## config.mk

```make
export PLATFORM = sky130hd
export DESIGN_NAME = mem_arbiter
export DESIGN_NICKNAME = d
export VERILOG_FILES = /design/src/design/mem_pkg.sv /design/src/design/cpu_pkg.sv /design/src/design/mem_arbiter.sv
export VERILOG_INCLUDE_DIRS = /design/src /design/src/design
export SDC_FILE = /design/constraint.sdc
export NUM_CORES = 1
export LEC_CHECK = 0
export BUFFER_PORTS_ARGS = -buffer_cell sky130_fd_sc_hd__buf_2
export CORE_AREA = 5 5 80 100
export CTS_BUF_LIST = sky130_fd_sc_hd__clkbuf_2 sky130_fd_sc_hd__clkbuf_4 sky130_fd_sc_hd__clkbuf_8
export DETAILED_ROUTE_END_ITERATION = 8
export DIE_AREA = 0 0 85 105
export PLACE_DENSITY = 0.84
export SLEW_MARGIN = 20
export SYNTH_ARGS = -nofsm -noshare
export SYNTH_HDL_FRONTEND = slang
export SYNTH_SLANG_ARGS = --single-unit
```

## constraint.sdc

```tcl
create_clock -name clk -period 5.4 [get_ports clk]
set_clock_uncertainty 0.15 [all_clocks]
set_input_delay 0.27 -clock clk [delete_from_list [all_inputs] [get_ports clk]]
set_output_delay 0.27 -clock clk [all_outputs]
set_load 0.02 [all_outputs]
```

## src/design/mem_config.svh

```systemverilog
`ifndef MEM_CONFIG_SVH
`define MEM_CONFIG_SVH

////////////////////////////////////////////////////////////
// memory geometry
////////////////////////////////////////////////////////////
`define MEM_ADDR_W      15   // word address, 32K words of 32 bits

// width of the access wait counter
// all ones marks the last of the 4 access cycles
`define MEM_WAIT_CNT_W  2

////////////////////////////////////////////////////////////
// data cache geometry
////////////////////////////////////////////////////////////
`define CACHE_IDX_W     4    // 16 direct-mapped one-word lines

`endif

```

## src/design/mem_pkg.sv

```systemverilog
`default_nettype none
`include "mem_config.svh"

package mem_pkg;

  ////////////////////////////////////////////////////////////
  // memory bus types
  ////////////////////////////////////////////////////////////
  typedef logic [31:0] word_t;              // one memory word
  typedef logic [`MEM_ADDR_W-1:0] addr_t;   // word address into unified_mem

  // request from the arbiter into the memory
  // re and we are held for one cycle per access
  typedef struct packed {
    addr_t addr;     // word address
    logic  re;       // read request
    logic  we;       // write request
    word_t wdata;    // write data
  } mem_req_t;

endpackage

`default_nettype wire

```

## src/design/cpu_pkg.sv

```systemverilog
`default_nettype none

package cpu_pkg;

  ////////////////////////////////////////////////////////////
  // cpu-side port types
  ////////////////////////////////////////////////////////////

  // data port request, held until done
  typedef struct packed {
    mem_pkg::addr_t addr;    // word address
    logic           re;      // load
    logic           we;      // store
    mem_pkg::word_t wdata;   // store data
  } data_req_t;

  // instruction fetch request, read only
  typedef struct packed {
    mem_pkg::addr_t addr;    // fetch address
    logic           re;      // fetch strobe
  } fetch_req_t;

  // response on either port
  typedef struct packed {
    mem_pkg::word_t rdata;   // valid with done on reads
    logic           done;    // one-cycle completion pulse
  } rsp_t;

endpackage

`default_nettype wire

```

## src/design/mem_arbiter.sv

```systemverilog
`timescale 1ns/100ps
`default_nettype none

module mem_arbiter (
  input  wire logic               clk,
  input  wire logic               rst_n,
  input  wire cpu_pkg::fetch_req_t fetch_req,
  output cpu_pkg::rsp_t           fetch_rsp,
  input  wire cpu_pkg::data_req_t dc_req,     // miss and write-through traffic
  output cpu_pkg::rsp_t           dc_rsp,
  output mem_pkg::mem_req_t       mem_req,
  input  wire mem_pkg::word_t     rd_data,
  input  wire logic               rdy
);

  logic           issue_re, issue_we;   // single-cycle strobes to memory
  mem_pkg::addr_t issue_addr;
  mem_pkg::word_t issue_wdata;
  logic           busy;                 // access accepted, not yet complete
  logic           owner_dc;             // 1 when the data side owns the access
  logic           done_q;               // completion pulse to the owner
  logic           dc_want, fetch_want;
  logic           issued;               // strobe on the bus this cycle
  logic           can_grant;
  logic           grant_dc, grant_fetch;
  logic           complete;             // last access cycle of memory

  ////////////////////////////////////////////////////////////
  // grant decode
  ////////////////////////////////////////////////////////////
  assign dc_want    = dc_req.re | dc_req.we;
  assign fetch_want = fetch_req.re;
  assign issued     = issue_re | issue_we;

  // memory idle and no pulse pending
  // the done cycle is skipped so a held request is not taken twice
  assign can_grant   = rdy & ~busy & ~issued & ~done_q;
  assign grant_dc    = can_grant & dc_want;                 // data side wins ties
  assign grant_fetch = can_grant & ~dc_want & fetch_want;
  assign complete    = busy & rdy;

  always_ff @(posedge clk or negedge rst_n) begin
    if (!rst_n) begin
      issue_re <= 1'b0;
      issue_we <= 1'b0;
      owner_dc <= 1'b0;
      busy     <= 1'b0;
      done_q   <= 1'b0;
    end else begin
      if (grant_dc) begin
        issue_re <= dc_req.re & ~dc_req.we;
        issue_we <= dc_req.we;
        owner_dc <= 1'b1;
      end else if (grant_fetch) begin
        issue_re <= 1'b1;
        issue_we <= 1'b0;
        owner_dc <= 1'b0;
      end else begin
        issue_re <= 1'b0;                     // strobe lasts one cycle
        issue_we <= 1'b0;
      end
      if (issued)
        busy <= 1'b1;                         // memory accepts on this edge
      else if (complete)
        busy <= 1'b0;
      done_q <= complete;                     // rd_data is registered by now
    end
  end

  // request payload
  always_ff @(posedge clk) begin
    if (grant_dc) begin
      issue_addr  <= dc_req.addr;
      issue_wdata <= dc_req.wdata;
    end else if (grant_fetch) begin
      issue_addr  <= fetch_req.addr;
    end
  end

  ////////////////////////////////////////////////////////////
  // bus and response routing
  ////////////////////////////////////////////////////////////
  always_comb begin
    mem_req.addr    = issue_addr;
    mem_req.re      = issue_re;
    mem_req.we      = issue_we;
    mem_req.wdata   = issue_wdata;
    dc_rsp.rdata    = rd_data;
    dc_rsp.done     = done_q & owner_dc;
    fetch_rsp.rdata = rd_data;
    fetch_rsp.done  = done_q & ~owner_dc;
  end

endmodule

`default_nettype wire

```

==> impl_metrics.ini <==
[clock_tree]
root_buffer = clkbuf_8
insertion_delay_ns = 0.29
cts_setup_buffers = 0
htreeDepth = 2
clockBufferDepth = 2
cts_sinks = 52
path_clk_slew_ns = 0.08
cts_tree = yes
numCtsBuffers = 5

[synthesis]
ys_ff_latch = 52
synth_cells = 151
synthTopCellsByArea = edfxtp_1, buf_4, dfrtp_1, mux2_4, mux2_2
synth_area_per_cell_um2 = 15.65
syn-cell-area_mm2 = 0.002364
syn_nets = 251
post-synth-top-area-fraction = 0.5971
synth_area_leader_cell = edfxtp_1
yosys_warnings = 0
synth.distinct_cells = 17
synth_seq_area_share = 0.6501

[sta]
tightest_slew_ns = 0.9397
setup_viol_count_final = 0
min_period_ns = 3.068
period_share = 0.5681
worst_hold_slack_ns = 0.02314
max_freq_ghz = 0.3260
rsz0062_at_grt = no
slew_headroom = 0.3715
setup_tns_ns = 0
drv_slew = 0
hold_viol = 0

[global_routing]
grt_pass1_wl_mm = 8.004
overflow = 0
grt_max_degree = 33
grt_usage = 0.1144
antenna_found_initial = 0
grt_pass1_vias = 1543

[finish]
fin_nets = 340
syn_to_final_growth_pct = 25.68
drive_gt1_frac = 0.5975
num-fill-cells = 632
layout_common_cells = buf_2, edfxtp_1, dlygate4sd3_1
stdcell_area_mm2 = 0.002970
diodes = 0
final_common_cell = buf_2

[setup_path]
required_ns = 5.30
cp.arrival_ns = 2.96
cpMaxStageDelayCell = nor3_4
endpoint = issue_addr[4]
critPathTopFamily = simple AND/OR/NAND/NOR gates
crit_start = done_q
r2r_start = done_q
cp-start-kind = flip-flop
worstPathMaxFanout = 32
reg2reg_slack_ns = 2.33
end_kind = flip-flop
crit_cells = 4
r2r.worst_path.cells = 4
cp_num_buf_inv = 1
criticalPathCategory = reg2reg
path_cells = or4b_4 > nor3_4 > buf_4 > mux2_2
r2r_end = issue_addr[4]
slowest_delay_ns = 0.77

[die]
ios = 215
dieArea_mm2 = 0.008925
fp-row-count = 34
core_area_mm2 = 0.006892
start_util = 0.3430
die_h_um = 105
die_w_um = 85

[routing]
wl_met2_mm = 2.754
ant_nets = 0
wl_met1_mm = 1.726
via_per_inst = 4.172
first_pass_iters = 4
drtIter0Drc = 57
dr.max_layer_used = met4
drc = 0
wl_met3_um = 598
wl_per_cell_um = 16.07
vias = 1381
wl_mm = 5.318

[place]
dpl.hpwl_mm = 3.908
placed_area_mm2 = 0.002559
port_buffers = 118
gp_congestion = 0.7760

[min_path]
hp-class = in2reg

[job]
drv_cap = 0

[power_and_ir_drop]
vdd_drop_max_mv = 0.1303
power-per-cell-area_mw_per_mm2 = 341.2
leakagePower_nw = 1.286

[status]
status = finished clean
registers in the layout, indices dropped and copies added (netlist names):
signal and count:
issue_addr 15, issue_re 1, issue_wdata 32, issue_we 1
owner_dc 1, busy 1, done_q 1
how the worst min path moves through the flow:
stage                     slack, ns  cells after the start               to  startpoint
after floorplan               -0.18                      0             busy       rst_n
after global placement        -0.07                      1         issue_we       rst_n
after detailed placement      -0.06                      1           done_q       rst_n
after CTS                    0.0001                      1  issue_wdata[26]  dc_req[26]
after global routing          0.002                      1  issue_wdata[16]  dc_req[16]
final                          0.02                      1  issue_wdata[16]  dc_req[16]
logic make-up after synthesis:
family                 after synthesis  synth area share
AO/OA/AOI/OAI                        3          0.008999
AND/OR/NAND/NOR                     13           0.03706
buffers and inverters               68            0.2197
multiplexers                        15           0.08418
flip-flops                          52            0.6501
synthesized netlist by cell type:
| library cell | count |
|---|---|
| buf_12 | 1 |
| dfrtp_1 | 5 |
| a21o_1 | 1 |
| nand4_1 | 1 |
| o31a_1 | 1 |
| nor2_1 | 5 |
| mux2_4 | 8 |
| nor3_4 | 1 |
| o21ai_0 | 1 |
| nor3b_1 | 1 |
| or4b_4 | 1 |
| inv_1 | 1 |
| mux2_2 | 7 |
| and2_1 | 3 |
| nor2b_1 | 1 |
| buf_4 | 66 |
| edfxtp_1 | 47 |
metal layers:
| layer | track usage | vias to the layer above |
|---|---|---|
| li1 | - | 634 |
| met1 | 0.1118 | 624 |
| met2 | 0.2067 | 87 |
| met3 | 0.02913 | 36 |
| met4 | 0.07805 | 0 |
| met5 | 0 | - |
stage by stage:
| stage | util | total power, mW | std cells | setup slack, ns |
|---|---|---|---|---|
| floorplan | - | 0.7405 | 151 | 3.127 |
| global placement | 0.3713 | 0.7466 | 293 | 2.418 |
| detailed placement | 0.3713 | 0.7545 | 293 | 2.277 |
| CTS | 0.4194 | 1.023 | 323 | 2.269 |
| global route | 0.4310 | 1.065 | 331 | 2.166 |
| finish | 0.4310 | 1.013 | 331 | 2.332 |
report_power, final:
part	total [mW]	internal (mW)	leakage (nW)	switching, mW
clock network	0.255	0.142	0.0586	0.112
logic	0.231	0.0973	0.728	0.133
registers	0.528	0.508	0.500	0.0204
total	1.01	0.748	1.29	0.266
layout make-up:
class                           instances  area (µm²)  share of cell area
Clock inverter                          2       35.03             0.01179
Clock buffer                            6       76.32             0.02570
Timing Repair Buffer                  149       898.4              0.3024
Multi-Input combinational cell         31       307.8              0.1036
Inverter                                1       3.754            0.001264
Sequential cell                        52        1536              0.5173
Tap cell                               90       112.6             0.03791
timing repair:
| action | in CTS | in global routing |
|---|---|---|
| gates resized for setup | 0 | 0 |
| hold endpoints to repair | 26 | 8 |
| hold buffers | 22 | 8 |
No activity file was read; power rests on OpenSTA's default activity.
