===== config.mk =====
export PLATFORM = sky130hd
export DESIGN_NAME = data_cache
export DESIGN_NICKNAME = d
export VERILOG_FILES = /design/src/design/mem_pkg.sv /design/src/design/cpu_pkg.sv /design/src/design/data_cache.sv
export VERILOG_INCLUDE_DIRS = /design/src /design/src/design
export SDC_FILE = /design/constraint.sdc
export NUM_CORES = 1
export LEC_CHECK = 0
export BUFFER_PORTS_ARGS = -buffer_cell sky130_fd_sc_hd__buf_2
export CAP_MARGIN = 20
export CORE_UTILIZATION = 65
export CTS_CLUSTER_SIZE = 14
export DETAILED_ROUTE_END_ITERATION = 7
export PLACE_DENSITY = 0.81
export SKIP_CTS_REPAIR_TIMING = 1
export SLEW_MARGIN = 25
export SYNTH_ARGS = -nofsm -noshare
export SYNTH_HDL_FRONTEND = slang
export SYNTH_SLANG_ARGS = --single-unit

===== constraint.sdc =====
create_clock -name clk -period 13.1 [get_ports clk]
set_input_delay 2.62 -clock clk [delete_from_list [all_inputs] [get_ports clk]]
set_output_delay 2.62 -clock clk [all_outputs]
set_load 0.1 [all_outputs]

===== src/design/mem_config.svh =====
`ifndef MEM_CONFIG_SVH
`define MEM_CONFIG_SVH

////////////////////////////////////////////////////////////
// memory geometry
////////////////////////////////////////////////////////////
`define MEM_ADDR_W      15   // word address, 32K words of 32 bits

// width of the access wait counter
// all ones marks the last of the 4 access cycles
`define MEM_WAIT_CNT_W  2

////////////////////////////////////////////////////////////
// data cache geometry
////////////////////////////////////////////////////////////
`define CACHE_IDX_W     4    // 16 direct-mapped one-word lines

`endif


===== src/design/mem_pkg.sv =====
`default_nettype none
`include "mem_config.svh"

package mem_pkg;

  ////////////////////////////////////////////////////////////
  // memory bus types
  ////////////////////////////////////////////////////////////
  typedef logic [31:0] word_t;              // one memory word
  typedef logic [`MEM_ADDR_W-1:0] addr_t;   // word address into unified_mem

  // request from the arbiter into the memory
  // re and we are held for one cycle per access
  typedef struct packed {
    addr_t addr;     // word address
    logic  re;       // read request
    logic  we;       // write request
    word_t wdata;    // write data
  } mem_req_t;

endpackage

`default_nettype wire


===== src/design/cpu_pkg.sv =====
`default_nettype none

package cpu_pkg;

  ////////////////////////////////////////////////////////////
  // cpu-side port types
  ////////////////////////////////////////////////////////////

  // data port request, held until done
  typedef struct packed {
    mem_pkg::addr_t addr;    // word address
    logic           re;      // load
    logic           we;      // store
    mem_pkg::word_t wdata;   // store data
  } data_req_t;

  // instruction fetch request, read only
  typedef struct packed {
    mem_pkg::addr_t addr;    // fetch address
    logic           re;      // fetch strobe
  } fetch_req_t;

  // response on either port
  typedef struct packed {
    mem_pkg::word_t rdata;   // valid with done on reads
    logic           done;    // one-cycle completion pulse
  } rsp_t;

endpackage

`default_nettype wire


===== src/design/data_cache.sv =====
`timescale 1ns/100ps
`default_nettype none
`include "mem_config.svh"

module data_cache (
  input  wire logic               clk,
  input  wire logic               rst_n,
  input  wire cpu_pkg::data_req_t cpu_req,
  output cpu_pkg::rsp_t           cpu_rsp,
  output cpu_pkg::data_req_t      mem_side_req,   // toward the arbiter
  input  wire cpu_pkg::rsp_t      mem_side_rsp
);

  localparam int IDX_W = `CACHE_IDX_W;
  localparam int TAG_W = `MEM_ADDR_W - `CACHE_IDX_W;
  localparam int LINES = 1 << IDX_W;

  typedef enum logic [1:0] {
    C_IDLE  = 2'b00,   // waiting for a request
    C_HIT   = 2'b01,   // read hit, respond next cycle
    C_MISS  = 2'b10,   // line fill in flight
    C_WRITE = 2'b11    // write-through in flight
  } state_t;

  ////////////////////////////////////////////////////////////
  // line storage
  ////////////////////////////////////////////////////////////
  mem_pkg::word_t   data_mem [0:LINES-1];
  logic [TAG_W-1:0] tag_mem  [0:LINES-1];
  logic [LINES-1:0] valid;

  state_t           state;
  mem_pkg::word_t   hit_data_q;      // line word held for the hit response
  logic [IDX_W-1:0] idx;
  logic [TAG_W-1:0] tag;
  logic             hit;
  logic             fill;            // miss data back from memory

  assign idx  = cpu_req.addr[IDX_W-1:0];
  assign tag  = cpu_req.addr[`MEM_ADDR_W-1:IDX_W];
  assign hit  = valid[idx] & (tag_mem[idx] == tag);
  assign fill = (state == C_MISS) & mem_side_rsp.done;

  ////////////////////////////////////////////////////////////
  // control
  ////////////////////////////////////////////////////////////
  always_ff @(posedge clk or negedge rst_n) begin
    if (!rst_n) begin
      state <= C_IDLE;
    end else begin
      case (state)
        C_IDLE: begin
          if (cpu_req.we)
            state <= C_WRITE;          // every store goes through
          else if (cpu_req.re)
            state <= hit ? C_HIT : C_MISS;
        end
        C_HIT:
          state <= C_IDLE;
        C_MISS, C_WRITE: begin
          if (mem_side_rsp.done)
            state <= C_IDLE;
        end
        default:
          state <= C_IDLE;
      endcase
    end
  end

  always_ff @(posedge clk or negedge rst_n) begin
    if (!rst_n)
      valid <= '0;
    else if (fill)
      valid[idx] <= 1'b1;
  end

  // data and tags update on a fill or on a store that hits
  // a store miss leaves the resident line alone
  always_ff @(posedge clk) begin
    if (state == C_IDLE && cpu_req.we && hit)
      data_mem[idx] <= cpu_req.wdata;
    else if (fill) begin
      data_mem[idx] <= mem_side_rsp.rdata;
      tag_mem[idx]  <= tag;
    end
  end

  always_ff @(posedge clk) begin
    if (state == C_IDLE && cpu_req.re && hit)
      hit_data_q <= data_mem[idx];
  end

  ////////////////////////////////////////////////////////////
  // ports
  ////////////////////////////////////////////////////////////
  always_comb begin
    // cpu request stays held so it can drive the memory side directly
    mem_side_req.addr  = cpu_req.addr;
    mem_side_req.wdata = cpu_req.wdata;
    mem_side_req.re    = (state == C_MISS);
    mem_side_req.we    = (state == C_WRITE);

    cpu_rsp.done  = (state == C_HIT) |
                    (((state == C_MISS) | (state == C_WRITE)) & mem_side_rsp.done);
    cpu_rsp.rdata = (state == C_HIT) ? hit_data_q : mem_side_rsp.rdata;
  end

endmodule

`default_nettype wire


==> results.ini <==
[detailed_routing]
drt-pass1-iter-count = 5
detail-route-antenna-nets = 0
routed-via-count = 14900
detail_route.wirelength_um = 67800
detailedRoute.firstIterationViolations = 2070
detail_route.wl_per_cell_um = 30.7
route.detailed.drc = 0
avg_vias_per_cell = 6.74

[clocking]
clockRootBuffer = sky130_fd_sc_hd__clkbuf_16
clk_latency_ps = 610
clk_pin_slew_worst_paths_ps = 60
cts_buffers = 71
clock_tree_from_tritoncts = yes
cts.sinks = 738
cts_htree_levels = 3
cts_max_path_buffers = 3

[timing]
grt_setup_unrepaired = false
report.final.hold_viol_count = 0
tightest_slew_ps = 1090
finalWorstPathRequiredPeriod_ps = 6780
worst_slew_margin_rel_pct = 27.3
period_share_pct = 51.8
setup-tns-final_ps = 0
clock-skew-final_ps = 38.2
timing.fmax_ghz = 0.148
number_of_pins_exceeding_their_max_slew_limit_in_the_final_report = 0
finalSetupViolations = 0

[placement]
finalWeightedCongestion = 0.820
portBuffers = 165
hpwlAfterDp_um = 36200

[global_routing]
grtUsageTotal_pct = 30.1
grt_first_pass_wirelength_um = 99900
total_global_routing_overflow = 0
grt_antenna_before_repair = 0
grt_start_max_net_pins = 79
first_global_vias = 15100

[yosys]
synth_top_area_share_pct = 73.4
ys_ff_latch = 738
yosys.area.top_type = sky130_fd_sc_hd__edfxtp_1
synth-warning-count = 0
proportion_of_register_bits_with_asynchronous_set_or_reset_after_synthesis_pct = 2.44
synth_most_common_cell = sky130_fd_sc_hd__edfxtp_1
synthesis.area_sq_um = 29400
top_cell_types_by_occurrence_after_synthesis = sky130_fd_sc_hd__edfxtp_1, sky130_fd_sc_hd__mux4_2, sky130_fd_sc_hd__nand2_1
synth_sequential_area_ratio_pct = 75.0
synth_top_cells_by_area = sky130_fd_sc_hd__edfxtp_1, sky130_fd_sc_hd__mux4_2, sky130_fd_sc_hd__mux2i_1
synth-edff-count = 720
avgSynthCellArea_sq_um = 20.8
ys_types = 51
ys.flop_type = sky130_fd_sc_hd__edfxtp_1
gate_count_post_synth = 1418
synth_fp_nets = 1502

[power]
p_leak_nw = 11.1
power_report.internal_total_mw = 4.17
powerDensity_nw_per_um2 = 173
share_clk_of_total_power_pct = 35.8
vdd_ir_drop_max_uv = 153
sequential_power_share_pct = 49.7
total_power_mw = 5.70
share_comb_of_total_power_pct = 14.5
power_switching_share_pct = 26.8
p_sw_mw = 1.53

[die]
pin_count = 166
die_width_um = 215
floorplan.die.height_um = 215
rows = 77
design.die.area_sq_um = 46200
floorplan.initialDensity_pct = 66.3
core_sq_um = 44400

[final_layout]
n_antenna_cell = 0
final_nets = 1646
area_growth_pct = 11.9
seq_area_sq_um = 22100
fillCellCount = 2320
drive_above_1_share_pct = 33.5
multi_input_area_sq_um = 6750

[worst_setup_path]
critPathMaxFanout = 62
worstSetupStartpoint = cpu_req[37]
endpoint_kind = flip-flop
arrival_ps = 7000
critical_path.startpoint_type = input port
worstReg2RegStart = tag_mem[15][7]
crit_required_ps = 13320
worst-setup-path-type = input port to flip-flop

[outcome]
run_status = complete, no violations

[worst_hold_path]
hold_start = valid[8]
hold_class = flip-flop to flip-flop

[flow_run]
drv_cap = 0

[sequential cells by signal (all words and copies together), names as in the netlist]
signal and cells:
valid 16, state 2, data_mem 512, tag_mem 176, hit_data_q 32
[stage by stage]
step           utilization, %  setup slack, ps  cells  hold slack [ps]  area, sq um
2_1_floorplan               -             5950   1418              429        29400
3_3_place_gp             69.0             6160   2081              445        30600
3_5_place_dp             69.0             5930   2081              450        30600
4_1_cts                  74.1             6430   2208              468        32900
5_1_grt                  74.2             6200   2208              496        32900
6_report                 74.2             6320   2208              481        32900
[power by group through the flow]
stage	clock, mW	combinational (mW)	sequential, mW
after detailed placement	0	0.809	2.88
after floorplan	0	0.610	2.86
final	2.04	0.823	2.83
after CTS	2.05	0.823	2.83
after global routing	2.13	0.862	2.84
after global placement	0	0.774	2.87
[final timing paths]
check,to,slack [ps],depth (start not counted)
min in group asynchronous,valid[1],1960,1
worst min-delay path,valid[8],480,1
worst min register to register,valid[8],480,1
worst max register to register,data_mem[7][13],9190,8
max in group asynchronous,valid[15],10810,1
worst max-delay path,data_mem[7][13],6320,10
[cell families after synthesis]
| kind of cell | count (synthesis) | synth area share [%] |
|---|---|---|
| buffers and inverters | 131 | 2.62 |
| DFF | 738 | 75.0 |
| AOI/OAI and AO/OA | 58 | 1.49 |
| and+or+nand+nor | 204 | 3.27 |
| muxes | 272 | 17.2 |
| xor gates and xnor gates | 15 | 0.446 |
[critical path, stage by stage]
cell and delay [ps]:
sky130_fd_sc_hd__buf_4 400, sky130_fd_sc_hd__buf_4 800, sky130_fd_sc_hd__mux2_2 440, sky130_fd_sc_hd__o22ai_1 160
sky130_fd_sc_hd__a221oi_1 90, sky130_fd_sc_hd__xor2_1 160, sky130_fd_sc_hd__o31ai_2 500, sky130_fd_sc_hd__nand4b_2 300
sky130_fd_sc_hd__o41ai_2 520, sky130_fd_sc_hd__and2_2 920
[cells in the final DEF (no fill, tap or decap), types with 3 or more instances in the layout]
master / count
sky130_fd_sc_hd__clkinvlp_4: 3
sky130_fd_sc_hd__a21oi_1: 6
sky130_fd_sc_hd__clkinv_2: 8
sky130_fd_sc_hd__and2_2: 4
sky130_fd_sc_hd__dfrtp_1: 18
sky130_fd_sc_hd__clkinv_1: 13
sky130_fd_sc_hd__a22oi_1: 17
sky130_fd_sc_hd__nor2_1: 12
sky130_fd_sc_hd__and3_1: 4
sky130_fd_sc_hd__buf_2: 161
sky130_fd_sc_hd__mux4_2: 184
sky130_fd_sc_hd__a221oi_1: 4
sky130_fd_sc_hd__buf_4: 24
sky130_fd_sc_hd__o21ai_4: 9
sky130_fd_sc_hd__nand2b_1: 15
sky130_fd_sc_hd__or2_2: 8
sky130_fd_sc_hd__buf_6: 3
sky130_fd_sc_hd__nor3_2: 3
sky130_fd_sc_hd__bufinv_16: 6
sky130_fd_sc_hd__nor2b_1: 10
sky130_fd_sc_hd__edfxtp_1: 720
sky130_fd_sc_hd__xor2_1: 3
sky130_fd_sc_hd__clkbuf_1: 19
sky130_fd_sc_hd__inv_1: 12
sky130_fd_sc_hd__clkbuf_16: 76
sky130_fd_sc_hd__mux2_2: 35
sky130_fd_sc_hd__and2_1: 7
sky130_fd_sc_hd__nand2_1: 121
sky130_fd_sc_hd__xnor2_1: 12
sky130_fd_sc_hd__nand3_1: 11
sky130_fd_sc_hd__mux2i_1: 53
[layout make-up]
cell class                      instances  area share [%]
Multi-Input combinational cell        549            20.5
Clock inverter                         32           0.961
Timing Repair Buffer                  190            3.18
Inverter                               12           0.137
Clock buffer                           95            5.99
Tap cell                              592            2.25
Sequential cell                       738            67.0
[layer usage]
| layer | track usage [%] | share of wire, % | vias to the layer above |
|---|---|---|---|
| met4 | 9.90 | 2.9 | 0 |
| li1 | - | - | 6006 |
| met2 | 48.2 | 50 | 1002 |
| met5 | 0 | 0 | - |
| met1 | 42.4 | 37 | 7727 |
| met3 | 5.99 | 10 | 153 |
Note: power is estimated with default switching activity, not from simulation.
